<file path="config.mk">
export PLATFORM = sky130hd
export DESIGN_NAME = warp_issue
export DESIGN_NICKNAME = d
export VERILOG_FILES = /design/src/rtl/issue_pkg.sv /design/src/rtl/bundle_unpack.sv /design/src/rtl/reservation_table.sv /design/src/rtl/dispatch_ctrl.sv /design/src/rtl/xarith_port.sv /design/src/rtl/xlogic_port.sv /design/src/rtl/warp_issue.sv
export SDC_FILE = /design/constraint.sdc
export NUM_CORES = 1
export LEC_CHECK = 0
export BUFFER_PORTS_ARGS = -buffer_cell sky130_fd_sc_hd__buf_2
export CORE_AREA = 2 2 151 153
export CTS_CLUSTER_DIAMETER = 200
export DETAILED_ROUTE_END_ITERATION = 10
export DIE_AREA = 0 0 153 155
export PLACE_DENSITY = 0.74
export SETUP_SLACK_MARGIN = 0.1
export SLEW_MARGIN = 0
export SYNTH_ARGS = -nofsm -noshare
export SYNTH_HDL_FRONTEND = slang
export SYNTH_SLANG_ARGS = --single-unit
</file>
<file path="constraint.sdc">
create_clock -name i_clk -period 7.2 [get_ports i_clk]
set_input_delay 1.08 -clock i_clk [delete_from_list [all_inputs] [get_ports i_clk]]
set_output_delay 1.08 -clock i_clk [all_outputs]
set_load 0.01 [all_outputs]
</file>
<file path="src/rtl/issue_pkg.sv">
package issue_pkg;

    localparam int BUNDLE_W  = 69;
    localparam int REG_COUNT = 32;
    localparam int XLEN      = 64;
    localparam int IMM_IN_W  = 32;

    typedef logic [BUNDLE_W-1:0]  bundle_t;
    typedef logic [4:0]           reg_addr_t;
    typedef logic [REG_COUNT-1:0] reg_mask_t;
    typedef logic [XLEN-1:0]      imm_t;

    // xarith controls, lsb first
    // opsel[1:0], sub, unsigned, cmp_mode, branch_equal, branch_invert, word
    typedef logic [7:0] xarith_ctrl_t;

    // xlogic controls, lsb first
    // opsel[2:0], invert, sll[1:0], word
    typedef logic [6:0] xlogic_ctrl_t;

    // the decoder only ever emits these two codes for this core
    typedef enum logic [3:0] {
        pipe_xarith = 4'd0,
        pipe_xlogic = 4'd1
    } pipe_e;

    typedef enum logic {
        pair_idle,
        pair_first_sent
    } pair_state_e;

    // bundle layout, bit 0 carries nothing the issue stage needs
    localparam int RS1_LSB        = 1;
    localparam int RS2_LSB        = 6;
    localparam int RD_LSB         = 11;
    localparam int IMM_LSB        = 16;
    localparam int PIPE_LSB       = 48;
    localparam int RS2_UNUSED_BIT = 52;
    localparam int OP2_IMM_BIT    = 53;
    localparam int XARITH_LSB     = 54;
    localparam int XLOGIC_LSB     = 62;

endpackage

</file>
<file path="src/rtl/bundle_unpack.sv">
`timescale 1ns/10ps

module bundle_unpack import issue_pkg::*; (
    input  bundle_t      i_bundle,
    output reg_addr_t    o_rs1,
    output reg_addr_t    o_rs2,
    output reg_addr_t    o_rd,
    output imm_t         o_imm,
    output pipe_e        o_pipe,
    output logic         o_op2_imm,
    output xarith_ctrl_t o_xarith_ctrl,
    output xlogic_ctrl_t o_xlogic_ctrl,
    output reg_mask_t    o_hazard_mask
);

    logic [IMM_IN_W-1:0] imm_raw;
    logic                rs2_unused;
    reg_mask_t           rs2_mask;

    assign o_rs1 = i_bundle[RS1_LSB +: $bits(reg_addr_t)];
    assign o_rs2 = i_bundle[RS2_LSB +: $bits(reg_addr_t)];
    assign o_rd  = i_bundle[RD_LSB +: $bits(reg_addr_t)];

    assign imm_raw = i_bundle[IMM_LSB +: IMM_IN_W];
    assign o_imm   = {{(XLEN - IMM_IN_W){imm_raw[IMM_IN_W-1]}}, imm_raw};

    assign o_pipe        = pipe_e'(i_bundle[PIPE_LSB +: $bits(pipe_e)]);
    assign o_op2_imm     = i_bundle[OP2_IMM_BIT];
    assign o_xarith_ctrl = i_bundle[XARITH_LSB +: $bits(xarith_ctrl_t)];
    assign o_xlogic_ctrl = i_bundle[XLOGIC_LSB +: $bits(xlogic_ctrl_t)];

    // rs2 only counts as a source when the instruction actually reads it
    assign rs2_unused = i_bundle[RS2_UNUSED_BIT];
    assign rs2_mask   = (reg_mask_t'(1) << o_rs2) & {REG_COUNT{!rs2_unused}};

    // destination is included so that WAW against in-flight writes also stalls
    assign o_hazard_mask = (reg_mask_t'(1) << o_rs1) | rs2_mask | (reg_mask_t'(1) << o_rd);

endmodule

</file>
<file path="src/rtl/reservation_table.sv">
`timescale 1ns/10ps

module reservation_table import issue_pkg::*; (
    input  logic      i_clk,
    input  logic      i_rst_n,
    input  reg_mask_t i_mask0,
    input  reg_mask_t i_mask1,
    input  reg_addr_t i_rd0,
    input  reg_addr_t i_rd1,
    input  logic      i_transmit0,
    input  logic      i_transmit1,
    input  reg_mask_t i_retire0,
    input  reg_mask_t i_retire1,
    output logic      o_clear0,
    output logic      o_clear1
);

    // one bit per register with a write still in flight
    reg_mask_t inflight_q;
    reg_mask_t reserve;
    reg_mask_t retire;

    assign o_clear0 = (inflight_q & i_mask0) == '0;
    assign o_clear1 = (inflight_q & i_mask1) == '0;

    // x0 is hardwired to zero, so a write to it never needs tracking
    assign reserve = ((reg_mask_t'(i_transmit0) << i_rd0) |
                      (reg_mask_t'(i_transmit1) << i_rd1)) & ~reg_mask_t'(1);
    assign retire  = i_retire0 | i_retire1;

    // a new reservation wins over a retire of the same register in one cycle
    always_ff @(posedge i_clk or negedge i_rst_n) begin
        if (!i_rst_n) begin
            inflight_q <= '0;
        end else begin
            inflight_q <= (inflight_q & ~retire) | reserve;
        end
    end

endmodule

</file>
<file path="src/rtl/dispatch_ctrl.sv">
`timescale 1ns/10ps

module dispatch_ctrl import issue_pkg::*; (
    input  logic      i_clk,
    input  logic      i_rst_n,
    input  logic      i_input_valid,
    input  pipe_e     i_pipe0,
    input  pipe_e     i_pipe1,
    input  reg_addr_t i_rd0,
    input  reg_addr_t i_rd1,
    input  logic      i_clear0,
    input  logic      i_clear1,
    input  logic      i_xarith_ready,
    input  logic      i_xlogic_ready,
    output logic      o_transmit0,
    output logic      o_transmit1,
    output logic      o_xarith_transmit,
    output logic      o_xarith_sel1,
    output logic      o_xlogic_transmit,
    output logic      o_xlogic_sel1,
    output logic      o_input_ready
);

    pair_state_e state_q;
    logic        first_sent;
    logic        pair_waw;
    logic        b0_ready;
    logic        b1_ready;
    logic        b0_unit_ready;
    logic        b1_unit_ready;
    logic        b1_route_ok;

    assign first_sent = state_q == pair_first_sent;

    // bundle 0 is only a candidate until it has gone out once
    assign b0_ready = i_input_valid && i_clear0 && !first_sent;

    // equal destinations in one pair could retire out of order, x0 included
    assign pair_waw = !first_sent && (i_rd0 == i_rd1);
    assign b1_ready = i_input_valid && i_clear1 && !pair_waw && (b0_ready || first_sent);

    // a pipe code outside the two units never finds a ready unit
    assign b0_unit_ready = (i_pipe0 == pipe_xarith && i_xarith_ready) ||
                           (i_pipe0 == pipe_xlogic && i_xlogic_ready);
    assign b1_unit_ready = (i_pipe1 == pipe_xarith && i_xarith_ready) ||
                           (i_pipe1 == pipe_xlogic && i_xlogic_ready);

    assign o_transmit0 = b0_ready && b0_unit_ready;

    // from idle, bundle 1 only leaves together with bundle 0 and on the other unit,
    // which keeps order and never drops a stalled bundle 0
    assign b1_route_ok = first_sent || (o_transmit0 && i_pipe1 != i_pipe0);
    assign o_transmit1 = b1_ready && b1_route_ok && b1_unit_ready;

    assign o_xarith_sel1     = o_transmit1 && i_pipe1 == pipe_xarith;
    assign o_xarith_transmit = (o_transmit0 && i_pipe0 == pipe_xarith) || o_xarith_sel1;
    assign o_xlogic_sel1     = o_transmit1 && i_pipe1 == pipe_xlogic;
    assign o_xlogic_transmit = (o_transmit0 && i_pipe0 == pipe_xlogic) || o_xlogic_sel1;

    // the pair is consumed once its second instruction is out
    assign o_input_ready = o_transmit1;

    always_ff @(posedge i_clk or negedge i_rst_n) begin
        if (!i_rst_n) begin
            state_q <= pair_idle;
        end else if (o_transmit1) begin
            state_q <= pair_idle;
        end else if (o_transmit0) begin
            state_q <= pair_first_sent;
        end
    end

endmodule

</file>
<file path="src/rtl/xarith_port.sv">
`timescale 1ns/10ps

module xarith_port import issue_pkg::*; (
    input  logic         i_clk,
    input  logic         i_rst_n,
    input  logic         i_transmit,
    input  logic         i_sel1,
    input  xarith_ctrl_t i_ctrl0,
    input  xarith_ctrl_t i_ctrl1,
    input  imm_t         i_imm0,
    input  imm_t         i_imm1,
    input  reg_addr_t    i_rd0,
    input  reg_addr_t    i_rd1,
    input  logic         i_op2_imm0,
    input  logic         i_op2_imm1,
    output logic         o_banksel,
    output logic         o_op2_sel,
    output imm_t         o_imm,
    output logic [1:0]   o_opsel,
    output logic         o_sub,
    output logic         o_unsigned,
    output logic         o_cmp_mode,
    output logic         o_branch_equal,
    output logic         o_branch_invert,
    output logic         o_word,
    output reg_addr_t    o_rd,
    output logic         o_valid
);

    xarith_ctrl_t ctrl_q;

    // controls hold their last value between instructions
    always_ff @(posedge i_clk or negedge i_rst_n) begin
        if (!i_rst_n) begin
            o_valid   <= 1'b0;
            o_banksel <= 1'b0;
            o_op2_sel <= 1'b0;
            o_imm     <= '0;
            o_rd      <= '0;
            ctrl_q    <= '0;
        end else begin
            o_valid <= i_transmit;
            if (i_transmit) begin
                o_banksel <= i_sel1;
                o_op2_sel <= i_sel1 ? i_op2_imm1 : i_op2_imm0;
                o_imm     <= i_sel1 ? i_imm1 : i_imm0;
                o_rd      <= i_sel1 ? i_rd1 : i_rd0;
                ctrl_q    <= i_sel1 ? i_ctrl1 : i_ctrl0;
            end
        end
    end

    assign o_opsel         = ctrl_q[1:0];
    assign o_sub           = ctrl_q[2];
    assign o_unsigned      = ctrl_q[3];
    assign o_cmp_mode      = ctrl_q[4];
    assign o_branch_equal  = ctrl_q[5];
    assign o_branch_invert = ctrl_q[6];
    assign o_word          = ctrl_q[7];

endmodule

</file>
<file path="src/rtl/xlogic_port.sv">
`timescale 1ns/10ps

module xlogic_port import issue_pkg::*; (
    input  logic         i_clk,
    input  logic         i_rst_n,
    input  logic         i_transmit,
    input  logic         i_sel1,
    input  xlogic_ctrl_t i_ctrl0,
    input  xlogic_ctrl_t i_ctrl1,
    input  imm_t         i_imm0,
    input  imm_t         i_imm1,
    input  reg_addr_t    i_rd0,
    input  reg_addr_t    i_rd1,
    input  logic         i_op2_imm0,
    input  logic         i_op2_imm1,
    output logic         o_banksel,
    output logic         o_op2_sel,
    output imm_t         o_imm,
    output logic [2:0]   o_opsel,
    output logic         o_invert,
    output logic [1:0]   o_sll,
    output logic         o_word,
    output reg_addr_t    o_rd,
    output logic         o_valid
);

    xlogic_ctrl_t ctrl_q;

    always_ff @(posedge i_clk or negedge i_rst_n) begin
        if (!i_rst_n) begin
            o_valid   <= 1'b0;
            o_banksel <= 1'b0;
            o_op2_sel <= 1'b0;
            o_imm     <= '0;
            o_rd      <= '0;
            ctrl_q    <= '0;
        end else begin
            o_valid <= i_transmit;
            if (i_transmit) begin
                // banksel picks rs3/rs4 on the register file for bundle 1
                o_banksel <= i_sel1;
                o_op2_sel <= i_sel1 ? i_op2_imm1 : i_op2_imm0;
                o_imm     <= i_sel1 ? i_imm1 : i_imm0;
                o_rd      <= i_sel1 ? i_rd1 : i_rd0;
                ctrl_q    <= i_sel1 ? i_ctrl1 : i_ctrl0;
            end
        end
    end

    assign o_opsel  = ctrl_q[2:0];
    assign o_invert = ctrl_q[3];
    assign o_sll    = ctrl_q[5:4];
    assign o_word   = ctrl_q[6];

endmodule

</file>
<file path="src/rtl/warp_issue.sv">
`timescale 1ns/10ps

module warp_issue import issue_pkg::*; (
    input  logic       i_clk,
    input  logic       i_rst_n,
    output logic       o_input_ready,
    input  logic       i_input_valid,
    input  bundle_t    i_bundle0,
    input  bundle_t    i_bundle1,
    // register file read addresses, rs1/rs2 of bundle 0 then of bundle 1
    output reg_addr_t  o_rs1_addr,
    output reg_addr_t  o_rs2_addr,
    output reg_addr_t  o_rs3_addr,
    output reg_addr_t  o_rs4_addr,
    output logic       o_xarith_banksel,
    output logic       o_xarith_op2_sel,
    output imm_t       o_xarith_imm,
    output logic [1:0] o_xarith_opsel,
    output logic       o_xarith_sub,
    output logic       o_xarith_unsigned,
    output logic       o_xarith_cmp_mode,
    output logic       o_xarith_branch_equal,
    output logic       o_xarith_branch_invert,
    output logic       o_xarith_word,
    output reg_addr_t  o_xarith_rd,
    output logic       o_xarith_valid,
    input  logic       i_xarith_ready,
    output logic       o_xlogic_banksel,
    output logic       o_xlogic_op2_sel,
    output imm_t       o_xlogic_imm,
    output logic [2:0] o_xlogic_opsel,
    output logic       o_xlogic_invert,
    output logic [1:0] o_xlogic_sll,
    output logic       o_xlogic_word,
    output reg_addr_t  o_xlogic_rd,
    output logic       o_xlogic_valid,
    input  logic       i_xlogic_ready,
    // back ends release destination registers as they retire
    input  reg_mask_t  i_inst0_retire,
    input  reg_mask_t  i_inst1_retire
);

    reg_addr_t    rd0;
    reg_addr_t    rd1;
    imm_t         imm0;
    imm_t         imm1;
    pipe_e        pipe0;
    pipe_e        pipe1;
    logic         op2_imm0;
    logic         op2_imm1;
    xarith_ctrl_t xarith_ctrl0;
    xarith_ctrl_t xarith_ctrl1;
    xlogic_ctrl_t xlogic_ctrl0;
    xlogic_ctrl_t xlogic_ctrl1;
    reg_mask_t    mask0;
    reg_mask_t    mask1;
    logic         clear0;
    logic         clear1;
    logic         transmit0;
    logic         transmit1;
    logic         xarith_transmit;
    logic         xarith_sel1;
    logic         xlogic_transmit;
    logic         xlogic_sel1;

    bundle_unpack u_unpack0 (
        .i_bundle      (i_bundle0),
        .o_rs1         (o_rs1_addr),
        .o_rs2         (o_rs2_addr),
        .o_rd          (rd0),
        .o_imm         (imm0),
        .o_pipe        (pipe0),
        .o_op2_imm     (op2_imm0),
        .o_xarith_ctrl (xarith_ctrl0),
        .o_xlogic_ctrl (xlogic_ctrl0),
        .o_hazard_mask (mask0)
    );

    bundle_unpack u_unpack1 (
        .i_bundle      (i_bundle1),
        .o_rs1         (o_rs3_addr),
        .o_rs2         (o_rs4_addr),
        .o_rd          (rd1),
        .o_imm         (imm1),
        .o_pipe        (pipe1),
        .o_op2_imm     (op2_imm1),
        .o_xarith_ctrl (xarith_ctrl1),
        .o_xlogic_ctrl (xlogic_ctrl1),
        .o_hazard_mask (mask1)
    );

    reservation_table u_reservation (
        .i_clk       (i_clk),
        .i_rst_n     (i_rst_n),
        .i_mask0     (mask0),
        .i_mask1     (mask1),
        .i_rd0       (rd0),
        .i_rd1       (rd1),
        .i_transmit0 (transmit0),
        .i_transmit1 (transmit1),
        .i_retire0   (i_inst0_retire),
        .i_retire1   (i_inst1_retire),
        .o_clear0    (clear0),
        .o_clear1    (clear1)
    );

    dispatch_ctrl u_dispatch (
        .i_clk             (i_clk),
        .i_rst_n           (i_rst_n),
        .i_input_valid     (i_input_valid),
        .i_pipe0           (pipe0),
        .i_pipe1           (pipe1),
        .i_rd0             (rd0),
        .i_rd1             (rd1),
        .i_clear0          (clear0),
        .i_clear1          (clear1),
        .i_xarith_ready    (i_xarith_ready),
        .i_xlogic_ready    (i_xlogic_ready),
        .o_transmit0       (transmit0),
        .o_transmit1       (transmit1),
        .o_xarith_transmit (xarith_transmit),
        .o_xarith_sel1     (xarith_sel1),
        .o_xlogic_transmit (xlogic_transmit),
        .o_xlogic_sel1     (xlogic_sel1),
        .o_input_ready     (o_input_ready)
    );

    xarith_port u_xarith_port (
        .i_clk           (i_clk),
        .i_rst_n         (i_rst_n),
        .i_transmit      (xarith_transmit),
        .i_sel1          (xarith_sel1),
        .i_ctrl0         (xarith_ctrl0),
        .i_ctrl1         (xarith_ctrl1),
        .i_imm0          (imm0),
        .i_imm1          (imm1),
        .i_rd0           (rd0),
        .i_rd1           (rd1),
        .i_op2_imm0      (op2_imm0),
        .i_op2_imm1      (op2_imm1),
        .o_banksel       (o_xarith_banksel),
        .o_op2_sel       (o_xarith_op2_sel),
        .o_imm           (o_xarith_imm),
        .o_opsel         (o_xarith_opsel),
        .o_sub           (o_xarith_sub),
        .o_unsigned      (o_xarith_unsigned),
        .o_cmp_mode      (o_xarith_cmp_mode),
        .o_branch_equal  (o_xarith_branch_equal),
        .o_branch_invert (o_xarith_branch_invert),
        .o_word          (o_xarith_word),
        .o_rd            (o_xarith_rd),
        .o_valid         (o_xarith_valid)
    );

    xlogic_port u_xlogic_port (
        .i_clk      (i_clk),
        .i_rst_n    (i_rst_n),
        .i_transmit (xlogic_transmit),
        .i_sel1     (xlogic_sel1),
        .i_ctrl0    (xlogic_ctrl0),
        .i_ctrl1    (xlogic_ctrl1),
        .i_imm0     (imm0),
        .i_imm1     (imm1),
        .i_rd0      (rd0),
        .i_rd1      (rd1),
        .i_op2_imm0 (op2_imm0),
        .i_op2_imm1 (op2_imm1),
        .o_banksel  (o_xlogic_banksel),
        .o_op2_sel  (o_xlogic_op2_sel),
        .o_imm      (o_xlogic_imm),
        .o_opsel    (o_xlogic_opsel),
        .o_invert   (o_xlogic_invert),
        .o_sll      (o_xlogic_sll),
        .o_word     (o_xlogic_word),
        .o_rd       (o_xlogic_rd),
        .o_valid    (o_xlogic_valid)
    );

endmodule

</file>
==> impl_results.md <==
* Leak at 5.713 nW
* Antenna Nets Post-Route at 0
* Initial antenna violation count at 3
* # port buffers at 384
* Resized cells post-CTS at 0
* GRT busiest layer: met2
* Min Tclk post-route at 5.428 ns
* Clk slew on worst S/H paths at 0.06 ns
* Number of global-route vias before repair at 8999
* Crit path DAT at 4.35 ns
* Combinational share of power at 0.364
* Initial Util at 0.4414
* # Max-Cap Violations at 0
* Worst Setup Start Kind: input port
* FMAX at 184.2 MHz
* Routability Congestion at 1.009
* GR Layer Usage met2 at 0.4713
* Tightest Pin Transition at 1.034 ns
* Post-synth cell types at 69
* Mapped Area at 9811 sq um
* Global Route Usage Sum at 0.3008
* Seq. cell area at 3203 sq um
* CP max-delay cell: and4_1
* Total net switching power at 0.0009225 W
* Worst path cell trace: buf_2 > nand2b_1 > nor4_1 > o21ai_0 > nand2_1 > a2111oi_0 > and4_1 > nand2_1 > buf_4 > inv_1 > buf_2
* # setup viols final at 0
* Post-CTS Setup Inserts at 0
* Root Driver: clkbuf_16
* Relative max-transition margin at 0.3108
* Nets at 1459
* CTS H-tree depth at 4
* Syn nets at 1203
* Row count at 55
* Synth top area cells: dfrtp_1 33%, mux2_2 15%, mux2_4 8.6%
* Synth warnings at 0
* Initial DRC count at 1004
* Sink Count at 128
* Worst Hold Class: register to register
* CP delay by family, top: simple AND/OR/NAND/NOR gates
* Worst vdd ir at 0.1812 mV
* Layout cells sized above 1 at 0.4941
* Met1 Use GR at 0.3979
* Core Area at 22230 sq um
* Pin count of the biggest net entering global routing at 82
* Period utilisation layout at 0.7539
* Sequential area share after synthesis at 0.3265
* Clock latency on the worst-skew pair at 0.42 ns
* Status: finished, final reports clean
* DR WL/cell at 23.75 microns
* Total die area at 23720 sq um
* Register share of total power at 0.351
* Share of the synthesized area in the top cell type at 0.3265
* Int Pwr at 0.001889 W
* TritonCTS Buffers at 17
* CTS tree: built
* Worst slack at placement at 1.961 ns
* Hold Fails Final Rpt at 0
* Synthesized instance count at 996
* CP peak stage delay at 0.63 ns
* Pwr/cell area at 239.8 nW/um^2
* Sw Ratio at 0.3281
* Via count at 9326
* Number of synthesized register bits at 128
* GRT overflow at 0
* Hold buffers post-CTS at 0
* Async SR Flop Fraction at 1.000
* IO Pins at 387
* Dominant cell type by area after synthesis: dfrtp_1
* Syn Area/Cell at 9.850 sq um
* Die width at 153 microns
* P&R area growth vs syn at 19.50%
* Multi-input gate area at 5593 sq um
* # fillers at 2033
* Clk buf depth at 2
* Die height at 155 microns
* # DRC at 0
* Final worst slack at 1.772 ns
* Worst-path fanout max at 27
* Ys flop type: dfrtp_1
* TNS Setup at 0 ns
* Worst setup EP type: output pin
* Detail Placement HPWL at 26960 microns
* Worst path bufs/invs at 4
* Setup CP Type: input port to output pin
* Clock power share at 0.285
* RSZ-0062 raised after global routing: false
* EDFF count, synth at 0
* Worst Path Required at 6.12 ns
* Drt pass-1 iters at 5
* Setup Skew at 0.01320 ns
* First-pass GRT wire length at 54950 microns
* Pins Over Slew Limit at 0
* Met3 Use GR at 0.05933
* DRT Wirelength at 36790 microns
* DR vias/cell at 6.021
[flip-flops by register name (all words and copies together), names as in the netlist, 5 cells and up]
register and flops:
u_xlogic_port.o_imm 32, u_reservation.inflight_q 32, u_xlogic_port.ctrl_q 7, u_xarith_port.o_imm 32, u_xlogic_port.o_rd 5, u_xarith_port.o_rd 5
u_xarith_port.ctrl_q 8
[power by group through the flow]
stage / combinational, W / sequential, W / clock [W]
4_1_cts: 0.00103 / 0.000986 / 0.000815
2_1_floorplan: 0.000656 / 0.00108 / 0
5_1_grt: 0.00109 / 0.00101 / 0.000845
3_3_place_gp: 0.00100 / 0.000983 / 0
6_report: 0.00102 / 0.000986 / 0.000802
3_5_place_dp: 0.00102 / 0.000996 / 0
[path summary, 6_finish.rpt]
path	start	end	slack [ns]	cells past startpoint
min	u_xlogic_port.o_banksel	u_xlogic_port.o_banksel	0.48	2
max	i_bundle1[12]	o_input_ready	1.77	11
max reg2reg	u_reservation.inflight_q[17]	u_xarith_port.o_imm[13]	3.36	8
min reg2reg	u_xlogic_port.o_banksel	u_xlogic_port.o_banksel	0.48	2
max in group asynchronous	i_rst_n	u_xlogic_port.o_imm[25]	5.02	2
min in group asynchronous	i_rst_n	u_xarith_port.ctrl_q[2]	0.69	1
[metal layers]
layer / part of all wire / wire, microns
met3: 0.089 / 3273
met5: 0 / 0
met2: 0.45 / 16730
met4: 0.054 / 1986
met1: 0.40 / 14800
[cells by family (layout without fill, tap and decap cells)]
| kind of cell | after synthesis | in the layout | synth area share |
|---|---|---|---|
| other | 0 | 1 | 0 |
| flip-flops | 128 | 128 | 0.3265 |
| AND/OR/NAND/NOR | 330 | 330 | 0.1967 |
| AO/OA/AOI/OAI | 154 | 154 | 0.1070 |
| multiplexers | 208 | 208 | 0.2579 |
| buffers and inverters | 167 | 434 | 0.1039 |
| XOR/XNOR | 9 | 9 | 0.008035 |
[layout make-up]
cell class | instances | area share
tap | 285 | 0.03042
inverter | 13 | 0.004162
antenna | 1 | 0.0002134
clock buffer | 17 | 0.03629
timing repair buffer | 391 | 0.1686
clock inverter | 13 | 0.01003
multi-input combinational | 701 | 0.4771
sequential | 128 | 0.2732
[worst reg2reg max path, delay by kind of cell, from the launching register on]
| kind | cells | cell delay (ns) |
|---|---|---|
| mux | 3 | 1.06 |
| compound gates | 2 | 0.41 |
| simple gates | 3 | 1.69 |
| flops | 1 | 0.56 |
[cells in the mapped netlist, types with 5 or more instances]
library cell  instances
and4_1                5
buf_4                86
clkbuf_1             44
nor3_1               28
o21ai_0              30
nand2_1              53
o32ai_1               5
nor4_1               10
a22o_1                9
mux2_2              134
nand2b_1             19
xor2_1                7
nand3b_1             14
nor3b_1              28
nand4_1              26
mux2i_1              18
nand3_1              37
and3_1               10
dfrtp_1             128
o2111ai_1             5
a31oi_1              12
nor2b_1              21
buf_2                14
inv_1                13
o31ai_1              15
nor2_1               37
mux2_4               56
nor4b_1               8
a21oi_1              31
[layout by cell type, fill, tap and decap left out, types with 28 or more instances in the layout]
master   count
buf_2      383
mux2_2     134
dfrtp_1    128
mux2_4      56
nand2_1     53
nor2_1      37
nand3_1     36
a21oi_1     31
o21ai_0     30
nor3_1      28
nor3b_1     28
[metrics by stage]
stage	utilization	std cells	total power, W	cell area [sq um]	hold slack (ns)
2_1_floorplan	-	996	0.001731	9811	0.5033
3_3_place_gp	0.5029	1518	0.001987	11180	0.4574
3_5_place_dp	0.5029	1518	0.002016	11180	0.4598
4_1_cts	0.5273	1548	0.002827	11720	0.4743
5_1_grt	0.5274	1549	0.002947	11720	0.4934
6_report	0.5274	1549	0.002811	11720	0.4753
Power figures use the tool's default switching activity.
